===== config.mk =====
export PLATFORM = sky130hd
export DESIGN_NAME = cpuCore
export DESIGN_NICKNAME = d
export VERILOG_FILES = /design/src/busPkg.sv /design/src/cpuPkg.sv /design/src/cycleSequencer.sv /design/src/instrDecoder.sv /design/src/aluUnit.sv /design/src/regFile.sv /design/src/cpuCore.sv
export SDC_FILE = /design/constraint.sdc
export NUM_CORES = 1
export LEC_CHECK = 0
export BUFFER_PORTS_ARGS = -buffer_cell sky130_fd_sc_hd__buf_4
export CAP_MARGIN = 20
export CORE_UTILIZATION = 50
export DETAILED_ROUTE_END_ITERATION = 7
export GPL_ROUTABILITY_DRIVEN = 0
export GPL_TIMING_DRIVEN = 0
export PLACE_DENSITY = 0.71
export SYNTH_ARGS = -nofsm -noshare
export SYNTH_HDL_FRONTEND = slang
export SYNTH_HIERARCHICAL = 1
export SYNTH_SLANG_ARGS = --single-unit

===== constraint.sdc =====
create_clock -name clk -period 8.3 [get_ports clk]
set_input_delay 0.415 -clock clk [delete_from_list [all_inputs] [get_ports clk]]
set_output_delay 0.415 -clock clk [all_outputs]
set_load 0.005 [all_outputs]

===== src/busPkg.sv =====
package busPkg;

  // ----------------------------------------
  // bus widths
  // ----------------------------------------
  localparam int addrWidth = 16;
  localparam int dataWidth = 8;

  // first fetch address
  localparam logic [addrWidth-1:0] resetPc = 16'h0000;

  // ----------------------------------------
  // cycle timing, one-hot rings
  // ----------------------------------------
  typedef enum logic [3:0] {
    T1 = 4'b0001,
    T2 = 4'b0010,  // stretched while wait_n low
    T3 = 4'b0100,
    T4 = 4'b1000   // opcode fetch only
  } tState_t;

  typedef enum logic [2:0] {
    M1 = 3'b001,   // opcode fetch
    M2 = 3'b010,
    M3 = 3'b100
  } mCycle_t;

  // external strobes
  typedef struct packed {
    logic m1;  // opcode fetch in progress
    logic rd;  // memory read
    logic wr;  // memory write
  } busCtrl_t;

endpackage


===== src/cpuPkg.sv =====
package cpuPkg;

  // ----------------------------------------
  // instruction fields
  // ----------------------------------------
  // low eight values match the opcode alu field
  typedef enum logic [3:0] {
    ADD, ADC, SUB, SBC, AND, XOR, OR, CP,
    PASS  // operand b straight through
  } aluOp_t;

  typedef enum logic [2:0] {
    B, C, D, E, H, L, MEMHL, A
  } regCode_t;

  localparam logic [7:0] opNop  = 8'h00;
  localparam logic [7:0] opHalt = 8'h76;
  localparam logic [7:0] opJp   = 8'hC3;

  // ----------------------------------------
  // flag register layout
  // ----------------------------------------
  localparam int flagS  = 7;
  localparam int flagZ  = 6;
  localparam int flagH  = 4;
  localparam int flagPv = 2;
  localparam int flagN  = 1;
  localparam int flagC  = 0;

  localparam logic [7:0] accReset  = 8'hFF;
  localparam logic [7:0] flagReset = 8'hFF;

  typedef enum logic [1:0] {
    PC, HL, TMP
  } addrSel_t;

  // one machine cycle worth of control
  typedef struct packed {
    logic     lastM;
    logic     memRd;      // next cycle reads
    logic     memWr;      // next cycle writes
    addrSel_t addrSel;    // next cycle address
    logic     incPc;      // at end of T2
    regCode_t srcReg;
    logic     useDi;
    regCode_t dstReg;
    logic     writeDst;
    aluOp_t   aluOp;
    logic     setFlags;
    logic     loadTmpLo;
    logic     loadTmpHi;
    logic     jump;
    logic     halt;
  } microOp_t;

  typedef struct packed {
    logic [7:0]  acc;
    logic [7:0]  flags;
    logic [15:0] pc;
    logic [15:0] bc;
    logic [15:0] de;
    logic [15:0] hl;
  } cpuState_t;

endpackage


===== src/cycleSequencer.sv =====
`timescale 1ns/1ps

module cycleSequencer (
  input  logic             clk,
  input  logic             reset_n,
  input  logic             wait_n,
  input  logic             lastM,
  input  logic             halt,
  output busPkg::tState_t  tState,
  output busPkg::mCycle_t  mCycle,
  output logic             sampleEn,
  output logic             endM,
  output logic             haltN
);
  import busPkg::*;

  tState_t tNext;
  mCycle_t mNext;

  // ring successors
  always_comb
  begin
    case (tState)
      T1:      tNext = T2;
      T2:      tNext = T3;
      T3:      tNext = T4;
      default: tNext = T1;
    endcase
    case (mCycle)
      M1:      mNext = M2;
      M2:      mNext = M3;
      default: mNext = M1;
    endcase
  end

  assign sampleEn = haltN && (tState == T2) && wait_n;

  // fetch runs to T4, everything else ends in T3
  assign endM = haltN &&
                (((mCycle == M1) && (tState == T4)) ||
                 ((mCycle != M1) && (tState == T3)));

  // ----------------------------------------
  // state rings
  // ----------------------------------------
  always_ff @(posedge clk)
  begin
    if (!reset_n)
    begin
      tState <= T1;
      mCycle <= M1;
      haltN  <= 1'b1;
    end
    else if (haltN)
    begin
      if (endM)
      begin
        tState <= T1;
        if (halt)
        begin
          haltN  <= 1'b0;  // frozen until reset
          mCycle <= M1;
        end
        else if (lastM)
          mCycle <= M1;
        else
          mCycle <= mNext;
      end
      else if (!((tState == T2) && !wait_n))
        tState <= tNext;  // hold T2 on wait
    end
  end

  tOneHot: assert property (@(posedge clk) disable iff (!reset_n)
    $onehot(tState));

  mOneHot: assert property (@(posedge clk) disable iff (!reset_n)
    $onehot(mCycle));

endmodule


===== src/instrDecoder.sv =====
`timescale 1ns/1ps

module instrDecoder (
  input  logic [7:0]       ir,
  input  busPkg::mCycle_t  mCycle,
  output cpuPkg::microOp_t uop
);
  import busPkg::*;
  import cpuPkg::*;

  logic [1:0] x;
  logic [2:0] y;
  logic [2:0] z;
  logic       isLdRR, isLdRN, isLdRHl, isLdHlR;
  logic       isAluR, isAluHl, isAluN;
  logic       isImm, isHlRd;

  assign x = ir[7:6];
  assign y = ir[5:3];
  assign z = ir[2:0];

  // ----------------------------------------
  // instruction classes
  // ----------------------------------------
  always_comb
  begin
    isLdRR  = (x == 2'd1) && (y != 3'd6) && (z != 3'd6);
    isLdRHl = (x == 2'd1) && (y != 3'd6) && (z == 3'd6);
    isLdHlR = (x == 2'd1) && (y == 3'd6) && (z != 3'd6);
    isLdRN  = (x == 2'd0) && (y != 3'd6) && (z == 3'd6);
    isAluR  = (x == 2'd2) && (z != 3'd6);
    isAluHl = (x == 2'd2) && (z == 3'd6);
    isAluN  = (x == 2'd3) && (z == 3'd6);
    isImm   = isLdRN || isAluN;     // second byte from pc
    isHlRd  = isLdRHl || isAluHl;   // operand at (hl)
  end

  // ----------------------------------------
  // micro-operation per machine cycle
  // ----------------------------------------
  always_comb
  begin
    uop         = '0;
    uop.lastM   = 1'b1;
    uop.addrSel = PC;
    uop.srcReg  = regCode_t'(z);
    uop.dstReg  = regCode_t'(y);
    uop.aluOp   = PASS;

    if (isAluR || isAluHl || isAluN)
    begin
      uop.aluOp  = aluOp_t'({1'b0, y});
      uop.dstReg = A;  // cp hands back a unchanged
    end

    if (ir == opHalt)
      uop.halt = 1'b1;
    else if (ir == opJp)
    begin
      case (mCycle)
        M1:
        begin
          uop.lastM = 1'b0;
          uop.memRd = 1'b1;
        end
        M2:
        begin
          uop.lastM     = 1'b0;
          uop.memRd     = 1'b1;
          uop.incPc     = 1'b1;
          uop.loadTmpLo = 1'b1;
        end
        default:
        begin
          uop.addrSel   = TMP;  // next fetch from the target
          uop.incPc     = 1'b1;
          uop.loadTmpHi = 1'b1;
          uop.jump      = 1'b1;
        end
      endcase
    end
    else if (mCycle == M1)
    begin
      if (isImm || isHlRd || isLdHlR)
      begin
        uop.lastM   = 1'b0;
        uop.memRd   = isImm || isHlRd;
        uop.memWr   = isLdHlR;
        uop.addrSel = isImm ? PC : HL;
      end
      uop.writeDst = isLdRR || isAluR;
      uop.setFlags = isAluR;
    end
    else
    begin
      // second cycle with data back on di
      uop.incPc    = isImm;
      uop.useDi    = isImm || isHlRd;
      uop.writeDst = isImm || isHlRd;
      uop.setFlags = isAluHl || isAluN;
    end
  end

endmodule


===== src/aluUnit.sv =====
`timescale 1ns/1ps

module aluUnit (
  input  cpuPkg::aluOp_t op,
  input  logic [7:0]     a,
  input  logic [7:0]     b,
  input  logic           carryIn,
  output logic [7:0]     result,
  output logic [7:0]     flagsOut
);
  import cpuPkg::*;

  logic       useCarry;
  logic       isSub;
  logic [4:0] nib;     // bit 4 is half carry or borrow
  logic [8:0] sum;
  logic       overflow;
  logic [7:0] flagSrc;

  always_comb
  begin
    useCarry = ((op == ADC) || (op == SBC)) && carryIn;
    isSub    = (op == SUB) || (op == SBC) || (op == CP);

    if (isSub)
    begin
      nib      = {1'b0, a[3:0]} - {1'b0, b[3:0]} - {4'b0, useCarry};
      sum      = {1'b0, a} - {1'b0, b} - {8'b0, useCarry};
      overflow = (a[7] != b[7]) && (sum[7] != a[7]);
    end
    else
    begin
      nib      = {1'b0, a[3:0]} + {1'b0, b[3:0]} + {4'b0, useCarry};
      sum      = {1'b0, a} + {1'b0, b} + {8'b0, useCarry};
      overflow = (a[7] == b[7]) && (sum[7] != a[7]);
    end

    flagsOut = '0;
    case (op)
      ADD, ADC, SUB, SBC, CP:
      begin
        result           = (op == CP) ? a : sum[7:0];
        flagsOut[flagH]  = nib[4];
        flagsOut[flagPv] = overflow;
        flagsOut[flagC]  = sum[8];
      end
      AND:
      begin
        result           = a & b;
        flagsOut[flagH]  = 1'b1;
        flagsOut[flagPv] = ~^result;  // even parity
      end
      XOR:
      begin
        result           = a ^ b;
        flagsOut[flagPv] = ~^result;
      end
      OR:
      begin
        result           = a | b;
        flagsOut[flagPv] = ~^result;
      end
      default: result = b;  // pass
    endcase

    // compare reports on the difference
    flagSrc         = (op == CP) ? sum[7:0] : result;
    flagsOut[flagS] = flagSrc[7];
    flagsOut[flagZ] = (flagSrc == 8'h00);
    flagsOut[flagN] = isSub;
  end

endmodule


===== src/regFile.sv =====
`timescale 1ns/1ps

module regFile (
  input  logic             clk,
  input  cpuPkg::regCode_t rdAddrA,
  input  cpuPkg::regCode_t rdAddrB,
  input  cpuPkg::regCode_t wrAddr,
  input  logic             we,
  input  logic [7:0]       wrData,
  output logic [7:0]       rdDataA,
  output logic [7:0]       rdDataB,
  output logic [15:0]      bc,
  output logic [15:0]      de,
  output logic [15:0]      hl
);
  import cpuPkg::*;

  logic [7:0] regs [6];  // b c d e h l

  always_ff @(posedge clk)
  begin
    if (we && (wrAddr < MEMHL))
      regs[wrAddr] <= wrData;
  end

  // codes 6 and 7 live outside this array
  assign rdDataA = (rdAddrA < MEMHL) ? regs[rdAddrA] : 8'h00;
  assign rdDataB = (rdAddrB < MEMHL) ? regs[rdAddrB] : 8'h00;

  assign bc = {regs[B], regs[C]};
  assign de = {regs[D], regs[E]};
  assign hl = {regs[H], regs[L]};

  wrPairOnly: assert property (@(posedge clk) we |-> (wrAddr < MEMHL));

endmodule


===== src/cpuCore.sv =====
`timescale 1ns/1ps

module cpuCore (
  input  logic                            clk,
  input  logic                            reset_n,
  input  logic                            wait_n,
  input  logic [busPkg::dataWidth-1:0]    di,
  output logic [busPkg::addrWidth-1:0]    addr,
  output logic [busPkg::dataWidth-1:0]    dout,
  output busPkg::busCtrl_t                bus,
  output logic                            haltN,
  output cpuPkg::cpuState_t               state
);
  import busPkg::*;
  import cpuPkg::*;

  tState_t    tState;
  mCycle_t    mCycle;
  logic       sampleEn, endM;
  microOp_t   uop;
  logic [15:0] pc, tmpAddr, hlAddr;
  logic [7:0]  ir, acc, flags, diLatch;
  logic [7:0]  opB, aluResult, aluFlags, rdDataA, rdDataB;
  logic [15:0] bc, de, hl;
  logic        rdCycle, wrCycle;  // kind of the running machine cycle
  logic        regWe;

  cycleSequencer seq (.clk, .reset_n, .wait_n, .lastM(uop.lastM), .halt(uop.halt),
                      .tState, .mCycle, .sampleEn, .endM, .haltN);

  instrDecoder dec (.ir, .mCycle, .uop);

  aluUnit alu (.op(uop.aluOp), .a(acc), .b(opB), .carryIn(flags[flagC]),
               .result(aluResult), .flagsOut(aluFlags));

  regFile regs (.clk, .rdAddrA(H), .rdAddrB(uop.srcReg), .wrAddr(uop.dstReg),
                .we(regWe), .wrData(aluResult), .rdDataA, .rdDataB, .bc, .de, .hl);

  // ----------------------------------------
  // operand and write select
  // ----------------------------------------
  always_comb
  begin
    if (uop.useDi)
      opB = diLatch;
    else if (uop.srcReg == A)
      opB = acc;
    else
      opB = rdDataB;
  end

  assign hlAddr = {rdDataA, hl[7:0]};  // high byte through port a
  assign regWe  = endM && uop.writeDst && (uop.dstReg != A) && (uop.dstReg != MEMHL);

  // ----------------------------------------
  // control registers
  // ----------------------------------------
  always_ff @(posedge clk)
  begin
    if (!reset_n)
    begin
      pc      <= resetPc;
      ir      <= opNop;
      acc     <= accReset;
      flags   <= flagReset;
      addr    <= resetPc;
      rdCycle <= 1'b1;  // first cycle is a fetch
      wrCycle <= 1'b0;
    end
    else
    begin
      if (sampleEn && rdCycle && (mCycle == M1))
        ir <= di;
      if (sampleEn && ((mCycle == M1) || uop.incPc))
        pc <= pc + 16'd1;

      if (endM)
      begin
        if (uop.jump)
          pc <= tmpAddr;
        if (uop.writeDst && (uop.dstReg == A))
          acc <= aluResult;
        if (uop.setFlags)
          flags <= aluFlags;

        case (uop.addrSel)  // next machine cycle
          HL:      addr <= hlAddr;
          TMP:     addr <= tmpAddr;
          default: addr <= pc;
        endcase
        rdCycle <= uop.lastM ? !uop.halt : uop.memRd;
        wrCycle <= !uop.lastM && uop.memWr;
      end
    end
  end

  // data path latches
  always_ff @(posedge clk)
  begin
    if (sampleEn && rdCycle)
      diLatch <= di;
    if (sampleEn && uop.loadTmpLo)
      tmpAddr[7:0] <= di;
    if (sampleEn && uop.loadTmpHi)
      tmpAddr[15:8] <= di;
    if (endM && !uop.lastM && uop.memWr)
      dout <= opB;  // ready from T1 of the write
  end

  // ----------------------------------------
  // strobes and observation
  // ----------------------------------------
  always_comb
  begin
    bus.m1 = rdCycle && (mCycle == M1) && ((tState == T1) || (tState == T2));
    bus.rd = rdCycle && ((tState == T1) || (tState == T2));
    bus.wr = wrCycle && (tState == T2);
  end

  assign state = '{acc: acc, flags: flags, pc: pc, bc: bc, de: de, hl: hl};

  rdWrExclusive: assert property (@(posedge clk) disable iff (!reset_n)
    !(bus.rd && bus.wr));

endmodule


==> summary.txt <==
Layout
  • Final design utilization: 61.8%
  • Register area: approximately 3700 µm²
  • Layout Nets: between 1,000 and 1,500
  • Synthesis-to-finish area growth: 19.4%
  • Antenna Cells: 0
  • Multi-input logic area: between 4000 and 5000 µm²
  • Layout cells sized above 1: 21.4%
  • Post-route design area: roughly 11,000 µm²
  • Fillers: around 1,500
  • Cell Count, Final, Fillers Out: 1,274

Clock network
  • CTS tree: built
  • Clk root buf: clkbuf_16
  • # Post-CTS Setup Buffers: 0
  • Worst-Skew Late Latency: 420 ps
  • Hold buffer count at CTS: 0
  • Clock sink count: 146
  • Cts repair resizes: 0
  • Clk pin slew, worst setup/hold paths: 60 ps
  • Longest Clk Path Bufs: 2
  • # H-tree levels: 4
  • CTS buffer count: 17

Drt
  • Final WL: 24,900 µm
  • First DRT Iteration DRCs: 796
  • TritonRoute pass-1 iters: 5
  • Routed len/inst: 19.6 µm
  • Via Count: between 7,000 and 8,000
  • DR vias/cell: slightly below 6
  • Number of remaining DRC errors: 0
  • Post-route ant nets: 0

Synthesis
  • Post-Syn Area per Cell: approximately 10 µm²
  • EDFF count, synth: 80
  • Sequential share of the synthesized area: 41.0%
  • Cell Area, Synth: 9070 µm²
  • Ys Warns: 6
  • Synth top area cells: edfxtp_1 (26%), dfxtp_1 (15%), mux2i_1 (11%)
  • Asr flop ratio synth: 0%
  • Synth top area share: approximately a quarter
  • Syn Inst Count: approximately 900
  • Top FF cell, synth: edfxtp_1
  • Most numerous cell in the Yosys netlist: mux2i_1
  • Largest area contributor in the netlist: edfxtp_1
  • Commonest cells in the netlist: mux2i_1 (100), nand2_1 (84), edfxtp_1 (80), o21ai_0 (68), dfxtp_1 (66)
  • Synth Register Bits: 146
  • Distinct cell type count after synthesis: approximately 80

Setup path
  • CP endpoint kind: flop
  • Crit path max fanout: 10
  • Critical Path AT: 5680 ps
  • Critical path class: reg -> reg
  • Startpoint type of the worst setup path: flop
  • Critical Path RT: 8660 ps

STA
  • Endpoints failing setup: 0
  • Final period util: 64.1%
  • Final Skew: approximately 12 ps
  • RSZ-0062 raised after global routing: false
  • Post-layout min period: 5320 ps
  • Hold WS: 221 ps
  • Final WS setup: slightly below 3000 ps
  • Setup TNS: 0 ps
  • Final slew viol count: 0
  • Fmax: 188 MHz
  • Slew HR: 27.7%
  • Final Hold Vio Count: 0
  • Worst-Margin Slew: around 1100 ps

Pwr
  • Switching power total: 389 µW
  • PwrDens: around 150 nW/µm²
  • Part of the power in registers: between 40% and 50%
  • Sw Share: 23.2%
  • P_int: 1.29 mW
  • Logic pwr share: 9.6%
  • VDD IR max: 0.119 mV
  • Clock share of power: 44.3%
  • LEAKAGE: approximately 4.2 nW
  • Tot Pwr: ~1.7 mW

GRT
  • Gr usage total: between 20 and 30%
  • Largest net degree at the start of global routing: 17
  • First-pass GRT wire length: about 38,000 µm
  • Initial antenna violation count: 0
  • Vias in the first global route: 6,782
  • Total grt overflow: 0

Die
  • Num ports: 119
  • Core footprint: around 18,000 µm²
  • # rows: 48
  • Die Y: between 100 and 150 µm
  • Initial Util: 51.7%
  • Die X: 137 µm
  • Die area: 18,700 µm²

Placement
  • Placed cell areas: 10,200 µm²
  • Dpl cells: 1,242
  • Detailed placement HPWL: 19,000 µm
  • Post-placement worst setup slack: 3020 ps
  • PortBufs: 117

Job
  • Max Cap Viol: 0

Run status
  • Status: finished clean

Min path
  • Min-Delay Path Class: in -> reg
-- cell families after synthesis --
kind of cell / after synthesis / synth area share, %
simple gates: 269 / 16.6
xor+xnor: 41 / 3.96
compound gates: 204 / 15.3
mux: 103 / 11.6
buf+inv: 91 / 5.49
other cells: 3 / 0.124
flops: 146 / 41.0
fa+ha+maj: 40 / 5.85
-- worst max-delay path: stages (launching register included) --
cell      delay (ps)
dfxtp_1          500
nand2b_1         210
o21ai_0          150
nor2_1           490
buf_1            380
nand2_1          120
o21ai_0          290
inv_1            180
fa_1             470
fa_1             480
o21ai_2          180
and2b_1          180
xor2_1           240
o221ai_1         450
a211oi_2         410
nand3b_4         100
a221oi_2         260
nand2_1           80
nand3_1           80
-- power by group through the flow --
stage / combinational [mW] / sequential, mW / clock (mW)
3_3_place_gp: 0.154 / 0.790 / 0
6_report: 0.160 / 0.774 / 0.743
2_1_floorplan: 0.115 / 0.788 / 0
5_1_grt: 0.174 / 0.775 / 0.782
4_1_cts: 0.157 / 0.774 / 0.744
3_5_place_dp: 0.156 / 0.790 / 0
-- cells in the final DEF (no fill, tap or decap), types with 5 or more instances in the layout --
cell	netlist	routed
a211oi_1	6	6
a21oi_1	29	29
a221oi_1	5	5
a22oi_1	17	17
a31oi_1	10	10
and2_1	8	8
buf_2	10	10
buf_4	13	131
buf_6	8	8
clkbuf_1	20	24
clkbuf_16	0	20
conb_1	3	5
dfxtp_1	66	66
edfxtp_1	80	80
ha_1	36	36
inv_1	34	34
mux2i_1	100	100
nand2_1	84	84
nand2b_1	11	11
nand3_1	23	23
nand4_1	5	5
nor2_1	35	35
nor2b_1	34	34
nor3_1	11	11
o21ai_0	68	68
o21ai_1	7	7
o21ai_2	7	7
o31ai_1	6	6
o32a_1	16	16
or2_2	5	5
or3_1	5	5
or4_1	5	5
xnor2_1	29	29
xor2_1	12	12
-- sequential cells by signal, summed over array words and instances, names as in the netlist, 3 cells and up --
signal      count
addr           16
diLatch         8
acc             8
flags           8
seq/tState      4
dout            8
ir              8
seq/mCycle      3
tmpAddr        16
pc             16
regs/regs      48
-- area by class of cell --
| class | count | area share, % |
|---|---|---|
| Buffer | 57 | 3.42 |
| Sequential cell | 146 | 34.4 |
| Timing Repair Buffer | 118 | 8.18 |
| Clock buffer | 26 | 5.01 |
| Multi-Input combinational cell | 662 | 44.9 |
| Inverter | 34 | 1.18 |
| Tap cell | 225 | 2.60 |
| Clock inverter | 6 | 0.358 |
-- final timing paths --
| path | from | endpoint | slack (ps) | cells after the start |
|---|---|---|---|---|
| min reg2reg | flags[3] | flags[3] | 480 | 2 |
| min | di[1] | tmpAddr[1] | 220 | 1 |
| max | seq/mCycle[1] | flags[6] | 2980 | 18 |
| max reg2reg | seq/mCycle[1] | flags[6] | 2980 | 18 |
-- layer usage --
layer  wire length, µm  part of all wire, %  GRT usage [%]  up-vias
li1                  -                    -              -     3555
met1             11200                   45           37.5     3552
met2             11300                   45           42.9      361
met3              1710                  6.9           4.93       45
met4               735                  2.9           9.75        0
met5                 0                    0              0        -
No activity file was read; power rests on OpenSTA's default activity.
